==> src/logic/vs_pkg.sv <==
// shared fixed-point types and constants for the vertex stage, imported by every design unit
package vs_pkg;

	//////////////////////////////////////////////////
	// number formats
	//////////////////////////////////////////////////
	typedef logic signed [15:0] fix16_t;	// Q8.8
	typedef logic signed [15:0] ndc_t;		// Q2.14
	typedef logic signed [19:0] screen_t;	// integer pixel
	typedef logic [2:0] shade_t;			// flat shade level

	typedef struct packed {
		fix16_t x;
		fix16_t y;
		fix16_t z;
		fix16_t w;
	} vec4_t;

	//////////////////////////////////////////////////
	// screen and quad geometry
	//////////////////////////////////////////////////
	localparam int NUM_VERTS = 4;
	localparam int SCREEN_HALF_W = 320;		// 640 wide
	localparam int SCREEN_HALF_H = 240;		// 480 high
	localparam int VBLANK_LINE = 480;		// first line past the visible area

	localparam fix16_t FIX_ONE = 16'sh0100;	// homogeneous w of a point

	// shade level = |dot| >> 5, clipped at 7
	localparam int SHADE_SHIFT = 5;
	localparam int SHADE_MAX = 7;

endpackage

==> src/logic/dot_if.sv <==
// one dot-product request and its result, shared by requesters, the arbiter and the dot unit
interface dot_if import vs_pkg::*; ();

	logic start;		// level, held with stable operands until done
	vec4_t v1;
	vec4_t v2;
	logic done;			// single cycle pulse
	fix16_t result;		// valid in the done cycle only

	// request side
	modport requester (output start, v1, v2, input done, result);

	// arbiter faces the requesters with the same view as the unit
	modport arbiter (input start, v1, v2, output done, result);

	modport server (input start, v1, v2, output done, result);

endinterface

==> src/logic/dot4_unit.sv <==
// four-term Q8.8 dot product on a single multiplier, one term per cycle, served via dot_if
module dot4_unit import vs_pkg::*; #(
	parameter int FRAC_BITS = 8
) (
	input logic clk,
	input logic reset,
	dot_if.server i_dot
);
	logic busy;
	logic [2:0] term;				// 0..3 accumulate, 4 truncates
	logic signed [31:0] acc;
	logic signed [31:0] prod;
	logic signed [31:0] scaled;
	fix16_t op_a;
	fix16_t op_b;

	// operand select by term
	always_comb begin
		case (term[1:0])
			2'd0: begin
				op_a = i_dot.v1.x;
				op_b = i_dot.v2.x;
			end
			2'd1: begin
				op_a = i_dot.v1.y;
				op_b = i_dot.v2.y;
			end
			2'd2: begin
				op_a = i_dot.v1.z;
				op_b = i_dot.v2.z;
			end
			default: begin
				op_a = i_dot.v1.w;
				op_b = i_dot.v2.w;
			end
		endcase
	end

	assign prod = op_a * op_b;				// Q16.16
	assign scaled = acc >>> FRAC_BITS;		// back to Q8.8, sign kept

	always_ff @(posedge clk) begin
		if (reset) begin
			busy <= 1'b0;
			term <= '0;
			i_dot.done <= 1'b0;
		end else begin
			i_dot.done <= 1'b0;
			if (!busy) begin
				term <= '0;
				busy <= i_dot.start && !i_dot.done;	// start is still up in the done cycle
			end else if (!term[2]) begin
				term <= term + 3'd1;
			end else begin
				busy <= 1'b0;
				i_dot.done <= 1'b1;
			end
		end
	end

	always_ff @(posedge clk) begin
		if (!busy)
			acc <= '0;
		else if (!term[2])
			acc <= acc + prod;
		if (busy && term[2])
			i_dot.result <= scaled[15:0];	// plain truncation, no saturation
	end

endmodule

==> src/logic/dot_arbiter.sv <==
// shares the dot unit between the transform and shade requesters, transform first
module dot_arbiter (
	input logic clk,
	input logic reset,
	dot_if.arbiter i_xform,
	dot_if.arbiter i_shade,
	dot_if.requester o_unit
);
	logic locked;			// owner holds the unit until its done
	logic owner_shade;
	logic gnt_xform;
	logic gnt_shade;

	// grant is immediate while the unit is free
	assign gnt_xform = locked ? !owner_shade : i_xform.start;
	assign gnt_shade = locked ? owner_shade : (!i_xform.start && i_shade.start);

	assign o_unit.start = (gnt_xform && i_xform.start) || (gnt_shade && i_shade.start);
	assign o_unit.v1 = gnt_shade ? i_shade.v1 : i_xform.v1;
	assign o_unit.v2 = gnt_shade ? i_shade.v2 : i_xform.v2;

	// results go back to the owner only
	assign i_xform.done = o_unit.done && gnt_xform;
	assign i_shade.done = o_unit.done && gnt_shade;
	assign i_xform.result = gnt_xform ? o_unit.result : '0;
	assign i_shade.result = gnt_shade ? o_unit.result : '0;

	always_ff @(posedge clk) begin
		if (reset) begin
			locked <= 1'b0;
			owner_shade <= 1'b0;
		end else if (!locked) begin
			locked <= i_xform.start || i_shade.start;
			owner_shade <= gnt_shade;
		end else if (o_unit.done) begin
			locked <= 1'b0;					// free again for the next request
		end
	end

endmodule

==> src/logic/face_shade.sv <==
// flat shade of the quad: one dot(normal, light) request, quantized to a 3-bit level
module face_shade import vs_pkg::*; (
	input logic clk,
	input logic reset,
	input logic i_start,
	input vec4_t i_normal,					// w taken as 0
	input vec4_t i_light,
	dot_if.requester o_dot,
	output logic o_shade_done,
	output shade_t o_color
);
	logic [15:0] mag;
	logic [15:0] level;

	assign o_dot.v1 = {i_normal.x, i_normal.y, i_normal.z, 16'sd0};
	assign o_dot.v2 = {i_light.x, i_light.y, i_light.z, 16'sd0};

	// back faces are lit by the reversed normal
	assign mag = o_dot.result[15] ? 16'(-o_dot.result) : o_dot.result;
	assign level = mag >> SHADE_SHIFT;

	always_ff @(posedge clk) begin
		if (reset) begin
			o_dot.start <= 1'b0;
			o_shade_done <= 1'b0;
		end else begin
			o_shade_done <= 1'b0;
			if (o_dot.done) begin
				o_dot.start <= 1'b0;
				o_shade_done <= 1'b1;
			end else if (i_start && !o_dot.start) begin
				o_dot.start <= 1'b1;
			end
		end
	end

	always_ff @(posedge clk) begin
		if (o_dot.done)
			o_color <= (level > SHADE_MAX) ? shade_t'(SHADE_MAX) : level[2:0];
	end

endmodule

==> src/logic/fixed_divider.sv <==
// serial restoring divider for the perspective divide, returns a saturated fixed-point quotient
module fixed_divider import vs_pkg::*; #(
	parameter int WIDTH = 32,
	parameter int FBITS = 14
) (
	input logic clk,
	input logic reset,
	input logic i_start,
	input fix16_t i_a,
	input fix16_t i_b,
	output logic o_done,
	output ndc_t o_q
);
	localparam int CW = $clog2(WIDTH + 1);

	logic busy;
	logic [CW-1:0] cnt;
	logic neg;
	logic [WIDTH-1:0] quo;			// dividend shifts out, quotient shifts in
	logic [WIDTH-1:0] rem;
	logic [WIDTH-1:0] den;
	logic [WIDTH:0] shifted;
	logic [WIDTH:0] trial;
	logic [15:0] a_mag;
	logic [15:0] b_mag;
	logic [WIDTH-1:0] limit;
	logic [WIDTH-1:0] mag;

	assign a_mag = i_a[15] ? 16'(-i_a) : i_a;	// -32768 maps to 32768 unsigned
	assign b_mag = i_b[15] ? 16'(-i_b) : i_b;
	assign shifted = {rem, quo[WIDTH-1]};
	assign trial = shifted - {1'b0, den};
	assign limit = neg ? WIDTH'(32768) : WIDTH'(32767);
	assign mag = (quo > limit) ? limit : quo;	// zero divisor gives all ones here

	always_ff @(posedge clk) begin
		if (reset) begin
			busy <= 1'b0;
			cnt <= '0;
			o_done <= 1'b0;
		end else begin
			o_done <= 1'b0;
			if (!busy) begin
				busy <= i_start;
				cnt <= '0;
			end else if (cnt != CW'(WIDTH)) begin
				cnt <= cnt + 1'b1;
			end else begin
				busy <= 1'b0;
				o_done <= 1'b1;
			end
		end
	end

	always_ff @(posedge clk) begin
		if (!busy) begin
			quo <= WIDTH'(a_mag) << FBITS;
			rem <= '0;
			den <= WIDTH'(b_mag);
			neg <= (i_b == '0) ? i_a[15] : (i_a[15] ^ i_b[15]);
		end else if (cnt != CW'(WIDTH)) begin
			if (!trial[WIDTH]) begin		// fits, keep the difference
				rem <= trial[WIDTH-1:0];
				quo <= {quo[WIDTH-2:0], 1'b1};
			end else begin
				rem <= shifted[WIDTH-1:0];
				quo <= {quo[WIDTH-2:0], 1'b0};
			end
		end else begin
			o_q <= neg ? ndc_t'(-mag[15:0]) : ndc_t'(mag[15:0]);
		end
	end

endmodule

==> src/logic/frame_latch.sv <==
// pending quad and colour, copied to the raster outputs only at the start of vertical blanking
module frame_latch import vs_pkg::*; (
	input logic clk,
	input logic reset,
	input logic [9:0] i_x,
	input logic [9:0] i_y,
	input logic i_verts_done,
	input screen_t i_x_pend [NUM_VERTS],
	input screen_t i_y_pend [NUM_VERTS],
	input logic i_shade_done,
	input shade_t i_color_pend,
	output screen_t o_x_screen [NUM_VERTS],
	output screen_t o_y_screen [NUM_VERTS],
	output shade_t o_tri_color
);
	screen_t x_hold [NUM_VERTS];
	screen_t y_hold [NUM_VERTS];
	shade_t color_hold;
	logic at_vblank;

	assign at_vblank = (i_x == 10'd0) && (i_y == 10'(VBLANK_LINE));

	always_ff @(posedge clk) begin
		if (reset) begin
			x_hold <= '{default: '0};
			y_hold <= '{default: '0};
			color_hold <= '0;
			o_x_screen <= '{default: '0};
			o_y_screen <= '{default: '0};
			o_tri_color <= '0;
		end else begin
			if (i_verts_done) begin
				x_hold <= i_x_pend;
				y_hold <= i_y_pend;
			end
			if (i_shade_done)
				color_hold <= i_color_pend;
			if (at_vblank) begin		// whole quad at once, never half updated
				o_x_screen <= x_hold;
				o_y_screen <= y_hold;
				o_tri_color <= color_hold;
			end
		end
	end

endmodule

==> src/logic/vertex_xform.sv <==
// per-quad vertex sequencer: clip transform, divide by w and viewport map of four vertices
module vertex_xform import vs_pkg::*; #(
	parameter int WIDTH = 32,
	parameter int FBITS = 14
) (
	input logic clk,
	input logic reset,
	input logic i_start,
	input vec4_t i_world [NUM_VERTS],		// w ignored
	input vec4_t i_vp_row0,
	input vec4_t i_vp_row1,
	input vec4_t i_vp_row3,
	dot_if.requester o_dot,
	output logic o_verts_done,
	output screen_t o_x_screen [NUM_VERTS],
	output screen_t o_y_screen [NUM_VERTS],
	output logic o_busy
);
	typedef enum logic [2:0] {S_IDLE, S_DOT, S_DIV, S_MAP, S_DONE} state_t;

	state_t state;
	logic [1:0] vtx;
	logic [1:0] row;						// 0 x row, 1 y row, 2 w row
	logic axis;								// divide y/w when set
	fix16_t clip_x [NUM_VERTS];
	fix16_t clip_y [NUM_VERTS];
	fix16_t clip_w [NUM_VERTS];
	ndc_t ndc_x [NUM_VERTS];
	ndc_t ndc_y [NUM_VERTS];
	logic div_start;
	logic div_done;
	fix16_t div_a;
	ndc_t div_q;

	// ndc * half + half, the shift drops the Q2.14 fraction
	function automatic screen_t to_screen(ndc_t n, int half);
		logic signed [31:0] p;
		p = n * half;
		return screen_t'((p >>> FBITS) + half);
	endfunction

	assign o_dot.v1 = {i_world[vtx].x, i_world[vtx].y, i_world[vtx].z, FIX_ONE};
	assign o_dot.v2 = (row == 2'd0) ? i_vp_row0 : (row == 2'd1) ? i_vp_row1 : i_vp_row3;
	assign div_a = axis ? clip_y[vtx] : clip_x[vtx];
	assign o_verts_done = (state == S_DONE);
	assign o_busy = (state != S_IDLE);

	fixed_divider #(.WIDTH(WIDTH), .FBITS(FBITS)) div_inst (
		.clk(clk),
		.reset(reset),
		.i_start(div_start),
		.i_a(div_a),
		.i_b(clip_w[vtx]),
		.o_done(div_done),
		.o_q(div_q)
	);

	//////////////////////////////////////////////////
	// sequencer
	//////////////////////////////////////////////////
	always_ff @(posedge clk) begin
		if (reset) begin
			state <= S_IDLE;
			vtx <= '0;
			row <= '0;
			axis <= 1'b0;
			div_start <= 1'b0;
			o_dot.start <= 1'b0;
		end else begin
			div_start <= 1'b0;
			case (state)
				S_IDLE: if (i_start) begin
					state <= S_DOT;
					vtx <= '0;
					row <= '0;
				end
				S_DOT: if (o_dot.done) begin
					o_dot.start <= 1'b0;			// low for one cycle between requests
					row <= (row == 2'd2) ? 2'd0 : row + 2'd1;
					if (row == 2'd2)
						vtx <= vtx + 2'd1;			// wraps to 0 for the divides
					if (row == 2'd2 && vtx == 2'(NUM_VERTS - 1)) begin
						state <= S_DIV;
						axis <= 1'b0;
						div_start <= 1'b1;
					end
				end else if (!o_dot.start) begin
					o_dot.start <= 1'b1;
				end
				S_DIV: if (div_done) begin
					axis <= !axis;
					if (axis)
						vtx <= vtx + 2'd1;
					if (axis && vtx == 2'(NUM_VERTS - 1))
						state <= S_MAP;
					else
						div_start <= 1'b1;
				end
				S_MAP: state <= S_DONE;
				default: state <= S_IDLE;		// S_DONE strobes the frame latch
			endcase
		end
	end

	//////////////////////////////////////////////////
	// clip, ndc and screen values
	//////////////////////////////////////////////////
	always_ff @(posedge clk) begin
		if (state == S_DOT && o_dot.done) begin
			case (row)
				2'd0: clip_x[vtx] <= o_dot.result;
				2'd1: clip_y[vtx] <= o_dot.result;
				default: clip_w[vtx] <= o_dot.result;
			endcase
		end
		if (state == S_DIV && div_done) begin
			if (axis)
				ndc_y[vtx] <= div_q;
			else
				ndc_x[vtx] <= div_q;
		end
		if (state == S_MAP) begin
			for (int v = 0; v < NUM_VERTS; v++) begin
				o_x_screen[v] <= to_screen(ndc_x[v], SCREEN_HALF_W);
				o_y_screen[v] <= to_screen(ndc_y[v], SCREEN_HALF_H);
			end
		end
	end

endmodule

==> src/logic/vs_top.sv <==
// vertex stage top level: transform and shade share one dot unit, results shown per frame
module vs_top import vs_pkg::*; #(
	parameter int DIV_WIDTH = 32,
	parameter int DIV_FBITS = 14,
	parameter int DOT_FRAC_BITS = 8
) (
	input logic clk,
	input logic reset,
	input logic [9:0] i_x,
	input logic [9:0] i_y,
	input logic i_pc_data_ready,				// single cycle pulse
	input vec4_t i_world [NUM_VERTS],			// Q8.8, w ignored
	input vec4_t i_normal,
	input vec4_t i_light,
	input vec4_t i_vp_row0,
	input vec4_t i_vp_row1,
	input vec4_t i_vp_row3,
	output screen_t o_x_screen [NUM_VERTS],
	output screen_t o_y_screen [NUM_VERTS],
	output shade_t o_tri_color,
	output logic o_busy
);
	logic quad_start;
	logic xform_busy;
	logic verts_done;
	logic shade_done;
	shade_t color_pend;
	screen_t x_pend [NUM_VERTS];
	screen_t y_pend [NUM_VERTS];

	dot_if xform_dot ();
	dot_if shade_dot ();
	dot_if unit_dot ();

	// a pulse while busy is dropped for both producers
	assign quad_start = i_pc_data_ready && !o_busy;
	assign o_busy = xform_busy || shade_dot.start || shade_done;

	vertex_xform #(.WIDTH(DIV_WIDTH), .FBITS(DIV_FBITS)) xform_inst (
		.clk(clk),
		.reset(reset),
		.i_start(quad_start),
		.i_world(i_world),
		.i_vp_row0(i_vp_row0),
		.i_vp_row1(i_vp_row1),
		.i_vp_row3(i_vp_row3),
		.o_dot(xform_dot),
		.o_verts_done(verts_done),
		.o_x_screen(x_pend),
		.o_y_screen(y_pend),
		.o_busy(xform_busy)
	);

	face_shade shade_inst (
		.clk(clk),
		.reset(reset),
		.i_start(quad_start),
		.i_normal(i_normal),
		.i_light(i_light),
		.o_dot(shade_dot),
		.o_shade_done(shade_done),
		.o_color(color_pend)
	);

	dot_arbiter arb_inst (
		.clk(clk),
		.reset(reset),
		.i_xform(xform_dot),
		.i_shade(shade_dot),
		.o_unit(unit_dot)
	);

	dot4_unit #(.FRAC_BITS(DOT_FRAC_BITS)) dot_inst (
		.clk(clk),
		.reset(reset),
		.i_dot(unit_dot)
	);

	frame_latch latch_inst (
		.clk(clk),
		.reset(reset),
		.i_x(i_x),
		.i_y(i_y),
		.i_verts_done(verts_done),
		.i_x_pend(x_pend),
		.i_y_pend(y_pend),
		.i_shade_done(shade_done),
		.i_color_pend(color_pend),
		.o_x_screen(o_x_screen),
		.o_y_screen(o_y_screen),
		.o_tri_color(o_tri_color)
	);

endmodule

==> config.mk <==
export PLATFORM = sky130hd
export DESIGN_NAME = vs_top
export DESIGN_NICKNAME = d
export VERILOG_FILES = /design/src/logic/vs_pkg.sv /design/src/logic/dot_if.sv /design/src/logic/dot4_unit.sv /design/src/logic/dot_arbiter.sv /design/src/logic/face_shade.sv /design/src/logic/fixed_divider.sv /design/src/logic/frame_latch.sv /design/src/logic/vertex_xform.sv /design/src/logic/vs_top.sv
export SDC_FILE = /design/constraint.sdc
export NUM_CORES = 2
export LEC_CHECK = 0
export ABC_AREA = 1
export ABC_CLOCK_PERIOD_IN_PS = 9200
export BUFFER_PORTS_ARGS = -buffer_cell sky130_fd_sc_hd__clkbuf_2
export CORE_MARGIN = 2
export CORE_UTILIZATION = 30
export CTS_CLUSTER_DIAMETER = 150
export CTS_CLUSTER_SIZE = 10
export DETAILED_ROUTE_END_ITERATION = 12
export GPL_TIMING_DRIVEN = 0
export PLACE_DENSITY = 0.58
export SLEW_MARGIN = 20
export SYNTH_ARGS = -nofsm -noshare
export SYNTH_HDL_FRONTEND = slang
export SYNTH_SLANG_ARGS = --single-unit
==> constraint.sdc <==
create_clock -name clk -period 9.2 [get_ports clk]
set_input_delay 0.46 -clock clk [delete_from_list [all_inputs] [get_ports clk]]
set_output_delay 0.46 -clock clk [all_outputs]
set_load 0.01 [all_outputs]
==> reports/summary.txt <==
Status: finished, final reports clean
Io pins: 763
CP most frequent cell: nand2_1
Synth Cell Area: 0.05389 mm2
Worst slew pin tran: 1.260 ns
Clk slew on worst S/H paths: 0.06 ns
Antenna Violating Nets Remaining: 0
Crit path capture type: flip-flop
Cell Area, Placed: 0.06051 mm2
Hpwl dp: 163.8 mm
Clk buf depth: 3
CTS Hold Bufs: 0
Die area: 0.1831 mm2
Vias/cell: 4.822
CTS H-tree lvls: 3
Slowest cell on crit path: o21ai_0
Routed via count: 45340
Number of global-route vias before repair: 44210
First-pass GRT wire length: 289.5 mm
Worst-path maximum fanout: 10
Sequential-to-total area share from yosys stat: 38.59%
Clock skew: 0.04686 ns
R2R Path Start: xform_inst.vtx[0]$_SDFFE_PP0P_
Initial DRC Count: 3457
Share of layout cells above drive strength 1: 15.38%
Hold depth: 5
R2r setup slk: 0.23 ns
Tcrit/Tclk final: 97.47%
Postcts setup bufs: 0
Largest net degree at the start of global routing: 27
Worst reg2reg endpoint: dot_inst.acc[23]$_SDFFE_PN0N_
Crit start category: flip-flop
Top delay family on crit path: adder cells
Initial antenna violation count: 33
Final hold violations: 0
Clock Latency Late Sink: 0.70 ns
Die Width: 427.9 um
Port Buf Inserts: 665
Fillers: 18561
Slew headroom: 15.12%
DRC errors left: 0
Core ar.: 0.1784 mm2
Achievable frequency: 111.5 MHz
Final setup fails: 0
CTS Buf Count: 90
Post-layout min period: 8.967 ns
CTS root buf: clkbuf_16
Async SR Flop Fraction: 0%
CP arrival: 9.52 ns
Pre-antenna DRT Iters: 5
CTS tree: yes
Multi-input gate area: 0.02742 mm2
Peak per-stage delay on the critical path: 1.04 ns
Max-slew violations: 0
Post-synth EDFFs: 488
Mapped Nets: 7476
Syn. warnings: 0
Crit path buf inv count: 8
CTS Sinks: 795
Die height: 427.9 um
Post-Syn Area per Cell: 8.724 um2
Nets: 8255
Worst setup path category: flip-flop to flip-flop
Starting Density: 30.21%
Total gr overflow: 0
Area Growth Syn to Fin: 17.44%
Max cap viols: 0
Synth Flop Type: edfxtp_1
Setup_tns: 0 ns
FF/Latch Area: 0.02080 mm2
Drt total wl: 197.5 mm
Syn Inst Count: 6178
Placed cells: 9222
Hold EP: shade_inst.o_dot.start$_SDFFE_PP0P_
Num rows: 155
GRT Resource Usage Total: 21.08%
Path type of the worst min-delay path: input pin to flip-flop
WL/cell: 21.01 um
Post-Layout Cell Count: 9403
Worst r2r path cells: 33
Worst Setup SP: xform_inst.vtx[0]$_SDFFE_PP0P_
Placer congestion estimate: 1.010
Critical Path RT: 9.75 ns
Netlist cell types: 70
Post-route cell area: 0.06330 mm2
Worst Hold Launch: i_pc_data_ready
Flops & latches, synth: 795
==> layout by cell type (no fill, tap or decap), types with 146 or more instances in the layout <==
master    Yosys  final
o21ai_0     390    390
inv_1      1083   1083
clkbuf_2      1    681
edfxtp_1    488    488
nor2_1      605    585
fa_1        315    315
a21oi_1     336    336
ha_1        384    384
nand2_1    1050   1049
nand3_1     182    182
dfxtp_1     307    307
clkbuf_1    100    146
==> synth_stat cells, types with 77 or more instances <==
| cell | n | share of area, % |
|---|---|---|
| dfxtp_1 | 307 | 11 |
| a211oi_1 | 108 | 1.5 |
| xor2_1 | 100 | 1.6 |
| nor2_1 | 605 | 4.2 |
| buf_4 | 77 | 1.1 |
| o22ai_1 | 78 | 0.91 |
| clkbuf_1 | 100 | 0.70 |
| ha_1 | 384 | 8.9 |
| buf_2 | 83 | 0.77 |
| fa_1 | 315 | 12 |
| o21ai_0 | 390 | 3.6 |
| nand2_1 | 1050 | 7.3 |
| edfxtp_1 | 488 | 27 |
| a21oi_1 | 336 | 3.1 |
| inv_1 | 1083 | 7.5 |
| nand3_1 | 182 | 1.7 |
==> sequential cells by signal, indices dropped and copies added, names as in the netlist, 6 cells and up, named ones only <==
| name | flops |
|---|---|
| xform_inst.div_inst.cnt | 6 |
| dot_inst.acc | 24 |
| latch_inst.y_hold | 48 |
| xform_inst.div_inst.o_q | 16 |
| xform_inst.clip_y | 64 |
| xform_inst.div_inst.quo | 32 |
| xform_inst.o_y_screen | 48 |
| dot_inst.i_dot.result | 16 |
| xform_inst.div_inst.den | 16 |
| xform_inst.ndc_y | 64 |
| xform_inst.o_x_screen | 52 |
| xform_inst.clip_w | 64 |
| xform_inst.div_inst.rem | 32 |
| latch_inst.o_y_screen | 48 |
| latch_inst.o_x_screen | 52 |
| latch_inst.x_hold | 52 |
| xform_inst.clip_x | 64 |
| xform_inst.ndc_x | 64 |
==> what timing repair did <==
action,4_1_cts,5_1_grt
resized for setup,3,24
hold endpoints to repair,0,0
gates cloned,0,0
setup endpoints to repair,3,4
pin swaps,0,0
==> metal layers <==
layer | wire, um | vias to the layer above | track usage [%]
li1 | - | 21704 | -
met5 | 50 | - | 0
met2 | 89350 | 1404 | 33.55
met1 | 87870 | 22019 | 28.86
met4 | 3292 | 8 | 4.058
met3 | 16940 | 205 | 5.550
==> logic make-up (layout without fill, tap and decap cells) <==
kind of cell | count (synthesis) | in the layout | share of synthesized area (%)
DFF | 795 | 795 | 38.59
adders and majority gates | 699 | 699 | 20.62
muxes | 2 | 2 | 0.04410
other | 0 | 21 | 0
buffers and inverters | 1397 | 2246 | 10.66
and+or+nand+nor | 1986 | 1986 | 15.08
xor gates and xnor gates | 165 | 165 | 2.681
AOI/OAI and AO/OA | 1134 | 1134 | 12.33
==> tightest hold or removal path, cell delays in order <==
cell and delay (ns):
clkbuf_2 0.08, inv_1 0.06, nor2_1 0.06, o21ai_0 0.16, nor2_1 0.05
==> metrics by stage <==
stage / setup WS [ns] / hold slack (ns) / util [%]
after floorplan: 1.279 / 0.4221 / -
after global placement: -1.942 / 0.4395 / 33.72
after detailed placement: -0.2905 / 0.4428 / 33.91
after CTS: 0.09512 / 0.2096 / 35.43
after global routing: -0.0009930 / 0.2379 / 35.47
final: 0.2326 / 0.2649 / 35.48
==> how the worst max path moves through the flow <==
stage	to	slack (ns)	cells after the start
floorplan	xform_inst.o_x_screen[0]$_DFFE_PP_	1.28	2
global placement	xform_inst.o_y_screen[70]$_DFFE_PP_	-1.94	2
finish	dot_inst.acc[23]$_SDFFE_PN0N_	0.23	33
CTS	dot_inst.acc[23]$_SDFFE_PN0N_	0.1	34
global route	dot_inst.acc[23]$_SDFFE_PN0N_	-0.001	33
detailed placement	dot_inst.acc[23]$_SDFFE_PN0N_	-0.29	33
==> area by class of cell <==
| type | instances | area share [%] |
|---|---|---|
| antenna | 21 | 0.08302 |
| buffer | 281 | 2.503 |
| clock buffer | 153 | 3.965 |
| clock inverter | 9 | 0.3202 |
| inverter | 1114 | 6.610 |
| multi-input combinational | 3986 | 43.32 |
| sequential | 795 | 32.86 |
| tap | 2355 | 4.655 |
| timing repair buffer | 689 | 5.679 |
Power is not shown: default switching activity piles up to over one toggle a cycle in this logic, so the estimate is an artifact.
